$ cat config.mk
export PLATFORM = sky130hd
export DESIGN_NAME = trenc_pktcomb
export DESIGN_NICKNAME = d
export VERILOG_FILES = /design/src/trenc_pkg.sv /design/src/trenc_support_gen.sv /design/src/trenc_lane_fmt.sv /design/src/trenc_pkt_compact.sv /design/src/trenc_pktcomb.sv
export VERILOG_INCLUDE_DIRS = /design/src
export SDC_FILE = /design/constraint.sdc
export NUM_CORES = 1
export LEC_CHECK = 0
export BUFFER_PORTS_ARGS = -buffer_cell sky130_fd_sc_hd__buf_4
export CORE_AREA = 2 2 192 194
export CTS_CLUSTER_SIZE = 30
export DETAILED_ROUTE_END_ITERATION = 8
export DIE_AREA = 0 0 194 196
export PLACE_DENSITY_LB_ADDON = 0.1
export SLEW_MARGIN = 0
export SYNTH_ARGS = -nofsm -noshare
export SYNTH_HDL_FRONTEND = slang
export SYNTH_SLANG_ARGS = --single-unit
$ cat constraint.sdc
create_clock -name trenc_gclk_i -period 3.4 [get_ports trenc_gclk_i]
set_input_delay 0.17 -clock trenc_gclk_i [delete_from_list [all_inputs] [get_ports trenc_gclk_i]]
set_output_delay 0.17 -clock trenc_gclk_i [all_outputs]
set_load 0.01 [all_outputs]
$ cat src/trenc_config.svh
// trace encoder packet combiner configuration: widths, packet type codes and option bits
`ifndef TRENC_CONFIG_SVH
`define TRENC_CONFIG_SVH

`define TRENC_LANES       4
`define TRENC_PAYLOAD_W   40
`define TRENC_TIME_W      16
`define TRENC_PKT_W       64
`define TRENC_LEN_W       7
`define TRENC_HDR_W       8   // type 5, core 2, time flag 1
`define TRENC_CORE_W      2

// payload bits per packet kind
`define TRENC_W_BRA_ADDR   38
`define TRENC_W_BRA_NADDR  8
`define TRENC_W_ADDR       32
`define TRENC_W_SYNC_START 32
`define TRENC_W_TRAP_INT   34
`define TRENC_W_TRAP_EXC   36
`define TRENC_W_SUPPORT    8

`define TRENC_T_BRA_ADDR   5'h0A
`define TRENC_T_BRA_NADDR  5'h05
`define TRENC_T_ADDR       5'h06
`define TRENC_T_SYNC_START 5'h0B
`define TRENC_T_TRAP_INT   5'h11
`define TRENC_T_TRAP_EXC   5'h0C
`define TRENC_T_SUPPORT    5'h02

`define TRENC_IOPTION      2'b10  // full address, no compression

`endif

$ cat src/trenc_pkg.sv
// trace encoder packet combiner types: lane formats, lane records and packet words
`include "trenc_config.svh"

package trenc_pkg;

  typedef enum logic [1:0] {
    FORMAT0 = 2'd0,  // unused
    FORMAT1 = 2'd1,  // branch
    FORMAT2 = 2'd2,  // address
    FORMAT3 = 2'd3   // sync
  } pkt_format_e;

  typedef enum logic [1:0] {
    SF_START     = 2'd0,
    SF_TRAP      = 2'd1,
    SF_BRA_ADDR  = 2'd2,
    SF_BRA_NADDR = 2'd3
  } sync_sformat_e;

  // one instruction lane as delivered per cycle
  typedef struct packed {
    logic                         vld;
    pkt_format_e                  fmt;
    sync_sformat_e                sfmt;
    logic                         intr;  // trap is an interrupt
    logic [`TRENC_PAYLOAD_W-1:0]  payload;
  } lane_in_t;

  typedef struct packed {
    logic                     vld;
    logic [`TRENC_LEN_W-1:0]  len;   // packet length in bits
    logic [`TRENC_PKT_W-1:0]  word;
  } pkt_t;

  typedef struct packed {
    logic [`TRENC_PAYLOAD_W-1:0]  payload;
    logic [`TRENC_TIME_W-1:0]     tstamp;
    logic                         tflag;
    logic [`TRENC_CORE_W-1:0]     core;
    logic [4:0]                   ptype;
  } word_timed_t;

  typedef struct packed {
    logic [`TRENC_TIME_W-1:0]     pad;
    logic [`TRENC_PAYLOAD_W-1:0]  payload;
    logic                         tflag;
    logic [`TRENC_CORE_W-1:0]     core;
    logic [4:0]                   ptype;
  } word_untimed_t;

  // same packet word, with or without the timestamp after the header
  typedef union packed {
    word_timed_t    timed;
    word_untimed_t  untimed;
  } pkt_word_u;

endpackage

$ cat src/trenc_support_gen.sv
// trace state tracking and start, lost and stop support packet generation
`include "trenc_config.svh"

module trenc_support_gen (
  input  logic                      trenc_gclk_i,
  input  logic                      trenc_rstn_i,
  input  logic                      enable_i,
  input  logic                      start_i,
  input  logic                      stop_i,
  input  logic                      lost_i,
  input  logic                      inst_mode_i,
  input  logic                      timectr_i,
  input  logic [`TRENC_CORE_W-1:0]  core_id_i,
  output trenc_pkg::pkt_t           support_o
);

  localparam logic [`TRENC_LEN_W-1:0] HDR_LEN  = `TRENC_HDR_W;
  localparam logic [`TRENC_LEN_W-1:0] TIME_LEN = `TRENC_TIME_W;
  localparam logic [`TRENC_LEN_W-1:0] SUP_LEN  = `TRENC_W_SUPPORT;

  typedef enum logic {IDLE, TRACING} trc_state_e;

  trc_state_e state_q, state_d;
  logic started, started_q, started_rise;
  logic trace_start;
  logic stop_p, stop_q;
  logic lost_q;
  logic enc_mode, sup_en, sup_vld;
  logic [1:0] qual;
  trenc_pkg::pkt_word_u word;
  logic [`TRENC_PAYLOAD_W-1:0] sup_payload;

  assign started      = enable_i & start_i;
  assign started_rise = started & ~started_q;

  always_comb begin
    state_d = state_q;
    case (state_q)
      IDLE:    if (started_rise) state_d = TRACING;
      TRACING: if (!started) state_d = IDLE;
      default: state_d = IDLE;
    endcase
  end

  assign trace_start = (state_q == IDLE) && (state_d == TRACING);

  always_ff @(posedge trenc_gclk_i or negedge trenc_rstn_i) begin
    if (!trenc_rstn_i) begin
      state_q   <= IDLE;
      started_q <= 1'b0;
      stop_p    <= 1'b0;
      stop_q    <= 1'b0;
      lost_q    <= 1'b0;
    end else begin
      state_q   <= state_d;
      started_q <= started;
      stop_p    <= stop_i;
      stop_q    <= stop_p;  // stop reported two cycles late
      lost_q    <= lost_i;
    end
  end

  assign enc_mode = stop_q ? 1'b0 : inst_mode_i;
  assign sup_vld  = trace_start | lost_q | stop_q;

  // start over lost over stop
  always_comb begin
    sup_en = 1'b1;
    qual   = 2'b00;
    if (!trace_start && lost_q) begin
      qual = 2'b10;
    end else if (!trace_start && stop_q) begin
      sup_en = 1'b0;
      qual   = 2'b01;
    end
  end

  assign sup_payload = {{(`TRENC_PAYLOAD_W-`TRENC_W_SUPPORT){1'b0}},
                        2'b00, `TRENC_IOPTION, qual, enc_mode, sup_en};

  always_comb begin
    word = '0;
    if (timectr_i) begin
      word.timed.payload = sup_payload;
      word.timed.tstamp  = '0;  // support time is always zero
      word.timed.tflag   = 1'b1;
      word.timed.core    = core_id_i;
      word.timed.ptype   = `TRENC_T_SUPPORT;
    end else begin
      word.untimed.payload = sup_payload;
      word.untimed.tflag   = 1'b0;
      word.untimed.core    = core_id_i;
      word.untimed.ptype   = `TRENC_T_SUPPORT;
    end
  end

  assign support_o.vld  = sup_vld;
  assign support_o.len  = sup_vld ? HDR_LEN + (timectr_i ? TIME_LEN : '0) + SUP_LEN : '0;
  assign support_o.word = sup_vld ? word : '0;

endmodule

$ cat src/trenc_lane_fmt.sv
// one instruction lane: registers the lane input and encodes it into a packet word
`include "trenc_config.svh"

module trenc_lane_fmt (
  input  logic                      trenc_gclk_i,
  input  logic                      trenc_rstn_i,
  input  trenc_pkg::lane_in_t       lane_i,
  input  logic                      timectr_i,
  input  logic [`TRENC_CORE_W-1:0]  core_id_i,
  input  logic [`TRENC_TIME_W-1:0]  itime_i,
  output trenc_pkg::pkt_t           pkt_o
);

  localparam logic [`TRENC_LEN_W-1:0] HDR_LEN  = `TRENC_HDR_W;
  localparam logic [`TRENC_LEN_W-1:0] TIME_LEN = `TRENC_TIME_W;

  logic vld_q, intr_q;
  trenc_pkg::pkt_format_e fmt_q;
  trenc_pkg::sync_sformat_e sfmt_q;
  logic [`TRENC_PAYLOAD_W-1:0] pay_q;
  logic [`TRENC_PAYLOAD_W-1:0] pay_mask;
  logic kind_ok, pkt_vld;
  logic [4:0] ptype;
  logic [`TRENC_LEN_W-1:0] pay_w;
  trenc_pkg::pkt_word_u word;

  always_ff @(posedge trenc_gclk_i or negedge trenc_rstn_i) begin
    if (!trenc_rstn_i) begin
      vld_q  <= 1'b0;
      fmt_q  <= trenc_pkg::FORMAT0;
      sfmt_q <= trenc_pkg::SF_START;
      intr_q <= 1'b0;
    end else begin
      vld_q  <= lane_i.vld;
      fmt_q  <= lane_i.fmt;
      sfmt_q <= lane_i.sfmt;
      intr_q <= lane_i.intr;
    end
  end

  always_ff @(posedge trenc_gclk_i) begin
    pay_q <= lane_i.payload;
  end

  // format and sub-format to packet type and payload width
  always_comb begin
    kind_ok = 1'b1;
    ptype   = '0;
    pay_w   = '0;
    case (fmt_q)
      trenc_pkg::FORMAT1: begin
        if (sfmt_q == trenc_pkg::SF_BRA_ADDR) begin
          ptype = `TRENC_T_BRA_ADDR;
          pay_w = `TRENC_W_BRA_ADDR;
        end else if (sfmt_q == trenc_pkg::SF_BRA_NADDR) begin
          ptype = `TRENC_T_BRA_NADDR;
          pay_w = `TRENC_W_BRA_NADDR;
        end else begin
          kind_ok = 1'b0;
        end
      end
      trenc_pkg::FORMAT2: begin  // sub-format not used
        ptype = `TRENC_T_ADDR;
        pay_w = `TRENC_W_ADDR;
      end
      trenc_pkg::FORMAT3: begin
        if (sfmt_q == trenc_pkg::SF_START) begin
          ptype = `TRENC_T_SYNC_START;
          pay_w = `TRENC_W_SYNC_START;
        end else if (sfmt_q == trenc_pkg::SF_TRAP && intr_q) begin
          ptype = `TRENC_T_TRAP_INT;
          pay_w = `TRENC_W_TRAP_INT;
        end else if (sfmt_q == trenc_pkg::SF_TRAP) begin
          ptype = `TRENC_T_TRAP_EXC;
          pay_w = `TRENC_W_TRAP_EXC;
        end else begin
          kind_ok = 1'b0;
        end
      end
      default: kind_ok = 1'b0;
    endcase
  end

  assign pay_mask = ~({`TRENC_PAYLOAD_W{1'b1}} << pay_w);

  always_comb begin
    word = '0;
    if (timectr_i) begin
      word.timed.payload = pay_q & pay_mask;
      word.timed.tstamp  = itime_i;  // live time of the output cycle
      word.timed.tflag   = 1'b1;
      word.timed.core    = core_id_i;
      word.timed.ptype   = ptype;
    end else begin
      word.untimed.payload = pay_q & pay_mask;
      word.untimed.tflag   = 1'b0;
      word.untimed.core    = core_id_i;
      word.untimed.ptype   = ptype;
    end
  end

  assign pkt_vld    = vld_q & kind_ok;
  assign pkt_o.vld  = pkt_vld;
  assign pkt_o.len  = pkt_vld ? HDR_LEN + (timectr_i ? TIME_LEN : '0) + pay_w : '0;
  assign pkt_o.word = pkt_vld ? word : '0;

endmodule

$ cat src/trenc_pkt_compact.sv
// support packet override and compaction of valid lane packets onto the output slots
`include "trenc_config.svh"

module trenc_pkt_compact (
  input  trenc_pkg::pkt_t lanes_i [`TRENC_LANES],
  input  trenc_pkg::pkt_t support_i,
  output trenc_pkg::pkt_t slots_o [`TRENC_LANES]
);

  always_comb begin
    int unsigned idx;
    idx = 0;
    for (int j = 0; j < `TRENC_LANES; j++) begin
      slots_o[j] = '0;
    end
    if (support_i.vld) begin
      // replaces lane 0, lanes above are dropped
      slots_o[0] = support_i;
    end else begin
      for (int i = 0; i < `TRENC_LANES; i++) begin
        if (lanes_i[i].vld) begin
          slots_o[idx] = lanes_i[i];  // next free slot, lane order kept
          idx = idx + 1;
        end
      end
    end
  end

endmodule

$ cat src/trenc_pktcomb.sv
// trace encoder packet combiner top: support path, lane formatters and slot compactor
`include "trenc_config.svh"

module trenc_pktcomb (
  input  logic                      trenc_gclk_i,
  input  logic                      trenc_rstn_i,
  input  logic                      enable_i,
  input  logic                      start_i,
  input  logic                      stop_i,
  input  logic                      lost_i,
  input  logic                      inst_mode_i,
  input  logic                      timectr_i,
  input  logic [`TRENC_CORE_W-1:0]  core_id_i,
  input  logic [`TRENC_TIME_W-1:0]  itime_i,
  input  trenc_pkg::lane_in_t       lanes_i [`TRENC_LANES],
  output trenc_pkg::pkt_t           slots_o [`TRENC_LANES]
);

  trenc_pkg::pkt_t support;
  trenc_pkg::pkt_t lane_pkt [`TRENC_LANES];

  trenc_support_gen u_support (
    .trenc_gclk_i (trenc_gclk_i),
    .trenc_rstn_i (trenc_rstn_i),
    .enable_i     (enable_i),
    .start_i      (start_i),
    .stop_i       (stop_i),
    .lost_i       (lost_i),
    .inst_mode_i  (inst_mode_i),
    .timectr_i    (timectr_i),
    .core_id_i    (core_id_i),
    .support_o    (support)
  );

  for (genvar g = 0; g < `TRENC_LANES; g++) begin : g_lane
    trenc_lane_fmt u_lane_fmt (
      .trenc_gclk_i (trenc_gclk_i),
      .trenc_rstn_i (trenc_rstn_i),
      .lane_i       (lanes_i[g]),
      .timectr_i    (timectr_i),
      .core_id_i    (core_id_i),
      .itime_i      (itime_i),
      .pkt_o        (lane_pkt[g])
    );
  end

  trenc_pkt_compact u_compact (
    .lanes_i   (lane_pkt),
    .support_i (support),
    .slots_o   (slots_o)
  );

endmodule

== Yosys cells after proc, flatten, opt, wreduce, memory -nomap -nowiden ==
Cells that the tools add are included.
Word-level totals
  flip-flop bits (word level): 189
  input port bits: 210
  output and inout port bits: 288
  word-level logic and storage cells: 223
Cells by class
  $add $sub $neg: 8
  order comparisons: 6
  equal/unequal tests: 24
  shift operators: 4
  muxes and demuxes: 120
  bitwise gates (word level): 21
  reductions and logical operators: 15
Operators by type and width (number)
  two-way mux 288 bit: 5
  bitwise mux 288 bit: 3
  demux 72 bit (select 2 bit): 3
  two-way mux 72 bit: 6
  two-way mux 216 bit: 1
  two-way mux 48 bit: 4
  two-way mux 64 bit: 3
  bitwise AND 40 bit: 4
  two-way mux 32 bit: 5
  inverter 40 bit: 4
  left shift 40 x 7 -> 40 bit (first input constant): 4
  two-way mux 7 bit: 15
  greater-or-equal comparator 33 x 3 -> 1 bit (second input constant): 3
  less-than comparator 33 x 1 -> 1 bit (second input constant): 3
  inverter 32 -> 33 bit: 3
  case mux 7 bit (3 select lines): 4
  two-way mux 5 bit: 13
  adder 32 x 1 -> 32 bit (second input constant): 2
  two-way mux 16 bit: 4
  case mux 5 bit (3 select lines): 4
  == test 2 bit (second input constant): 16
  two-way mux 4 bit: 8
  two-way mux 30 bit: 1
  adder 7 bit: 4
  15 further kinds: 76

== Depth between registers and ports, before layout ==
  depth after elaboration: 22
  gate-level depth with buffers: 14
  mapped depth without buffers: 9

== Cells and area by module ==
Synthesis repeated with hierarchy kept, for this count alone.
Unflattened totals
  cells, all modules: 2079
  area total of the unflattened synthesis: 16159.2 um2
By module, submodules not included
  trenc_lane_fmt: times used 4, cells each 235, area each 2125.8 um2, sequential area each 910.9 um2
  trenc_pkt_compact: times used 1, cells each 1048, area each 6895.4 um2, sequential area each 0.0 um2
  trenc_support_gen: times used 1, cells each 91, area each 760.7 um2, sequential area each 125.1 um2

== Worst setup path after synthesis ==
No wires, ideal clock.
  path kind: register to output
  start: register g_lane[0].u_lane_fmt.fmt_q[0]
  end: output port slots_o[220] in the netlist's numbering
  data arrival time: 3625 ps
  required time: 3230 ps
  setup slack: -395 ps
  stages on the path, launching flop included: 13
  buffers on the path: 5
  cells stage by stage: dfrtp_1 > buf_2 > a21bo_2 > a21oi_2 > clkbuf_1 > clkbuf_1 > fa_1 > a211oi_1 > nor4b_2 > buf_2 > nand2_1 > clkbuf_1 > o22ai_1
RTL lines
  from (decl): line trenc_lane_fmt.sv:18  | trenc_pkg::pkt_format_e fmt_q;
  from (signal assigned): line trenc_lane_fmt.sv:30  | fmt_q <= trenc_pkg::FORMAT0;
  from (signal assigned): line trenc_lane_fmt.sv:35  | fmt_q <= lane_i.fmt;
  to (decl): line trenc_pktcomb.sv:16  | output trenc_pkg::pkt_t slots_o [`TRENC_LANES]

==> impl_metrics.csv <==
group,metric,value,unit
timing,holdWs,190,ps
synth,synth_async_sr_flop_share,16.0,%
power_and_ir_drop,ir_worst_vdd,0.385,mV
die,initial_core_util,35.1,%
drt,detail_route.wl_per_cell,29.2,um
drt,vias_per_cell,6.33,
global_routing,use_met1,56.0,%
outcome,status,"finished with violations",
outcome,violations,"negative setup slack",
timing,finalMaxSlewViolations,0,
global_routing,grt_usage,43.4,%
synth,ys_seq_area_share,29.8,%
clock_network,cts_root_buffer,"clkbuf_16",
global_routing,grt_util_met3,11.9,%
synth,yosysUniqueCellTypes,74,
timing,min_period_over_period,109,%
drt,vias,19000,
final_layout,antenna-diode-count,0,
timing,min_period,3720,ps
setup_path,r2r_setup_slack,2810,ps
final_layout,fin_nets,2743,
global_routing,grt_first_pass_wirelength,122,mm
timing,finalSetupTns,-43580,ps
clock_network,cts-buffers-inserted,17,
power_and_ir_drop,power_density,279,nW/um2
placement,hpwlAfterDp,60.8,mm
die,row_count,70,
die,io-pin-count,498,
setup_path,path_class,"reg -> out",
final_layout,fillerInstances,2970,
drt,drc,0,
synth,yosysTopAreaCell,"dfxtp_1",
synth,synth_seq_cells,181,
final_layout,drive_above_1_share,45.4,%
setup_path,cp_num_buf_inv,6,
drt,drtPass1Iterations,7,
synth,yosysWarnings,0,
die,die_area,38000,um2
synth,netlist_top_cells_count,"a21oi_1, nor2_1, nand2_1",
run,cap_violations,0,
clock_network,cts_sinks,181,
timing,setup_viol,259,
timing,fin_skew,0.871,ps
synth,synthCells,1772,
synth,synthTopCellsByArea,"dfxtp_1, a21oi_1, dfrtp_1, nor2_1, nand2_1",
setup_path,critPathTopFamily,"buffers and inverters",
synth,synth_edf_count,0,
clock_network,clk_transition_reported_paths,80,ps
synth,synth_flop_cell,"dfxtp_1",
final_layout,synthToLayoutAreaGrowth,90.4,%
drt,ant_nets,0,
global_routing,grt_max_degree,65,
clock_network,clk_latency,460,ps
clock_network,cts_tree,"built",
synth,yosysMostFrequentCell,"a21oi_1",
global_routing,grt_pass1_vias,18100,
clock_network,cts_buffer_depth,2,
global_routing,grt_overflow,0,
setup_path,crit_fanout,8,
timing,tightest_slew,1020,ps
placement,post-place-ws,16.2,ps
timing,slew_headroom,31.6,%
placement,gp_congestion,1.01,
synth,synth_top_area_share,24.0,%
synth,syn_area,12700,um2
power_and_ir_drop,power_leakage,9.89,nW
setup_path,path_cells,"nand3b_1 > a21oi_4 > fa_1 > a211oi_2 > buf_4 > nor4b_4 > buf_6 > buf_12 > buf_4 > nand2_4 > buf_12 > o32ai_4 > buf_6",
drt,drt_iter0_markers,2743,
global_routing,busiest_layer,"met2",
placement,port_buffers,473,
setup_path,required,3230,ps
synth,avgSynthCellArea,7.14,um2
setup_path,start_kind,"register",
drt,wl,87.7,mm
timing,finalWorstSetupSlack,-320,ps
timing,rsz0062_at_grt,"yes",
setup_path,cp.arrival,3550,ps
hold_path,min_path_type,"in -> async",
setup_path,slowest_delay,510,ps
setup_path,crit_path_end_kind,"output port",
die,die_y,196,um
global_routing,antenna_found_initial,0,
timing,hold_viol_final,0,
die,die_x,194,um
die,core_area,36100,um2
clock_network,htree_levels,4,
global_routing,use_met2,67.1,%
setup_path,crit_slowest_cell,"fa_1",
timing,max_freq,0.269,GHz
-- worst paths after layout --
check / endpoint / start / depth (start not counted)
max: slots_o[239] / g_lane[0].u_lane_fmt.fmt_q[1] / 13
min: g_lane[0].u_lane_fmt.intr_q / trenc_rstn_i / 2
max reg2reg: u_support.state_q / u_support.state_q / 2
min reg2reg: u_support.stop_q / u_support.stop_p / 0
max in group asynchronous: g_lane[3].u_lane_fmt.sfmt_q[1] / trenc_rstn_i / 2
min in group trenc_gclk_i: g_lane[3].u_lane_fmt.pay_q[1] / lanes_i[1] / 2
-- state kept, by name (all words and copies together) (netlist names) --
register,cells
g_lane.u_lane_fmt.intr_q,4
g_lane.u_lane_fmt.vld_q,4
u_support.stop_q,1
g_lane.u_lane_fmt.sfmt_q,8
u_support.started_q,1
g_lane.u_lane_fmt.fmt_q,8
u_support.stop_p,1
u_support.lost_q,1
g_lane.u_lane_fmt.pay_q,152
u_support.state_q,1
-- per-stage QoR --
stage | cells | util, % | cell area (um2) | power [mW]
after floorplan | 1787 | - | 12700 | 3.15
after global placement | 2716 | 49.4 | 17800 | 4.00
after detailed placement | 2716 | 49.4 | 17800 | 4.00
after CTS | 2987 | 62.8 | 22700 | 6.49
after global routing | 3006 | 66.8 | 24100 | 6.89
final | 3006 | 66.8 | 24100 | 6.72
-- layer usage --
layer	up-vias	wire length, um
met1	9044	33200
met4	0	4770
met3	342	10800
li1	8047	-
met5	-	0
met2	1610	38900
-- power breakdown --
group | total [mW] | switching, mW | internal (mW)
logic | 2.26 | 1.25 | 1.02
clock network | 2.04 | 1.02 | 1.02
registers | 2.42 | 0.178 | 2.24
-- area by class of cell --
class / count / area, um2 / share of cell area [%]
sequential: 181 / 3770 / 15.6
inverter: 23 / 88.8 / 0.368
tap: 468 / 586 / 2.43
clock buffer: 20 / 467 / 1.94
multi-input combinational: 1388 / 10400 / 43.0
timing repair buffer: 914 / 8710 / 36.1
clock inverter: 12 / 115 / 0.477
-- kinds of logic after synthesis --
| group | count (synthesis) | share of synthesized area, % |
|---|---|---|
| buffers and inverters | 218 | 7.38 |
| other | 1 | 0.0296 |
| multiplexers | 47 | 3.73 |
| adder cells (fa/ha/maj) | 8 | 0.850 |
| flip-flops | 181 | 29.8 |
| AO/OA/AOI/OAI | 654 | 33.3 |
| AND/OR/NAND/NOR | 659 | 24.7 |
| XOR/XNOR | 4 | 0.277 |
-- worst register-to-register path: cells and delay by family (launching register included) --
family | cells | cell delay [ps]
AO/OA/AOI/OAI | 1 | 50
buffers and inverters | 1 | 50
flip-flops | 1 | 380
-- layout by cell type, fill, tap and decap left out, drive strengths merged, types with 9 or more instances in the layout --
master	instances
nor3b	9
dfrtp	29
o221ai	9
conb	16
mux2i	46
a221o	13
o32ai	17
dfxtp	152
nand3	125
nor3	24
o21ai	102
clkbuf	29
a31oi	29
o22ai	55
nand4	22
a21o	22
a22oi	22
nor2b	15
nor2	192
o2bb2ai	9
a211oi	30
dlygate4sd3	181
and2	15
or3	24
a221oi	45
inv	29
nand2	186
buf	724
nand2b	12
a21oi	224
a22o	22
o211ai	17
-- what timing repair did --
action                                  4_1_cts  5_1_grt
endpoints found under the hold margin       209        0
cloned                                       23        9
endpoints found under the setup margin      255      267
hold buffers                                181        0
setup buffers                                42       26
gates resized for setup                     408      268
pin swaps                                   121       95
No activity file was read; power rests on OpenSTA's default activity.
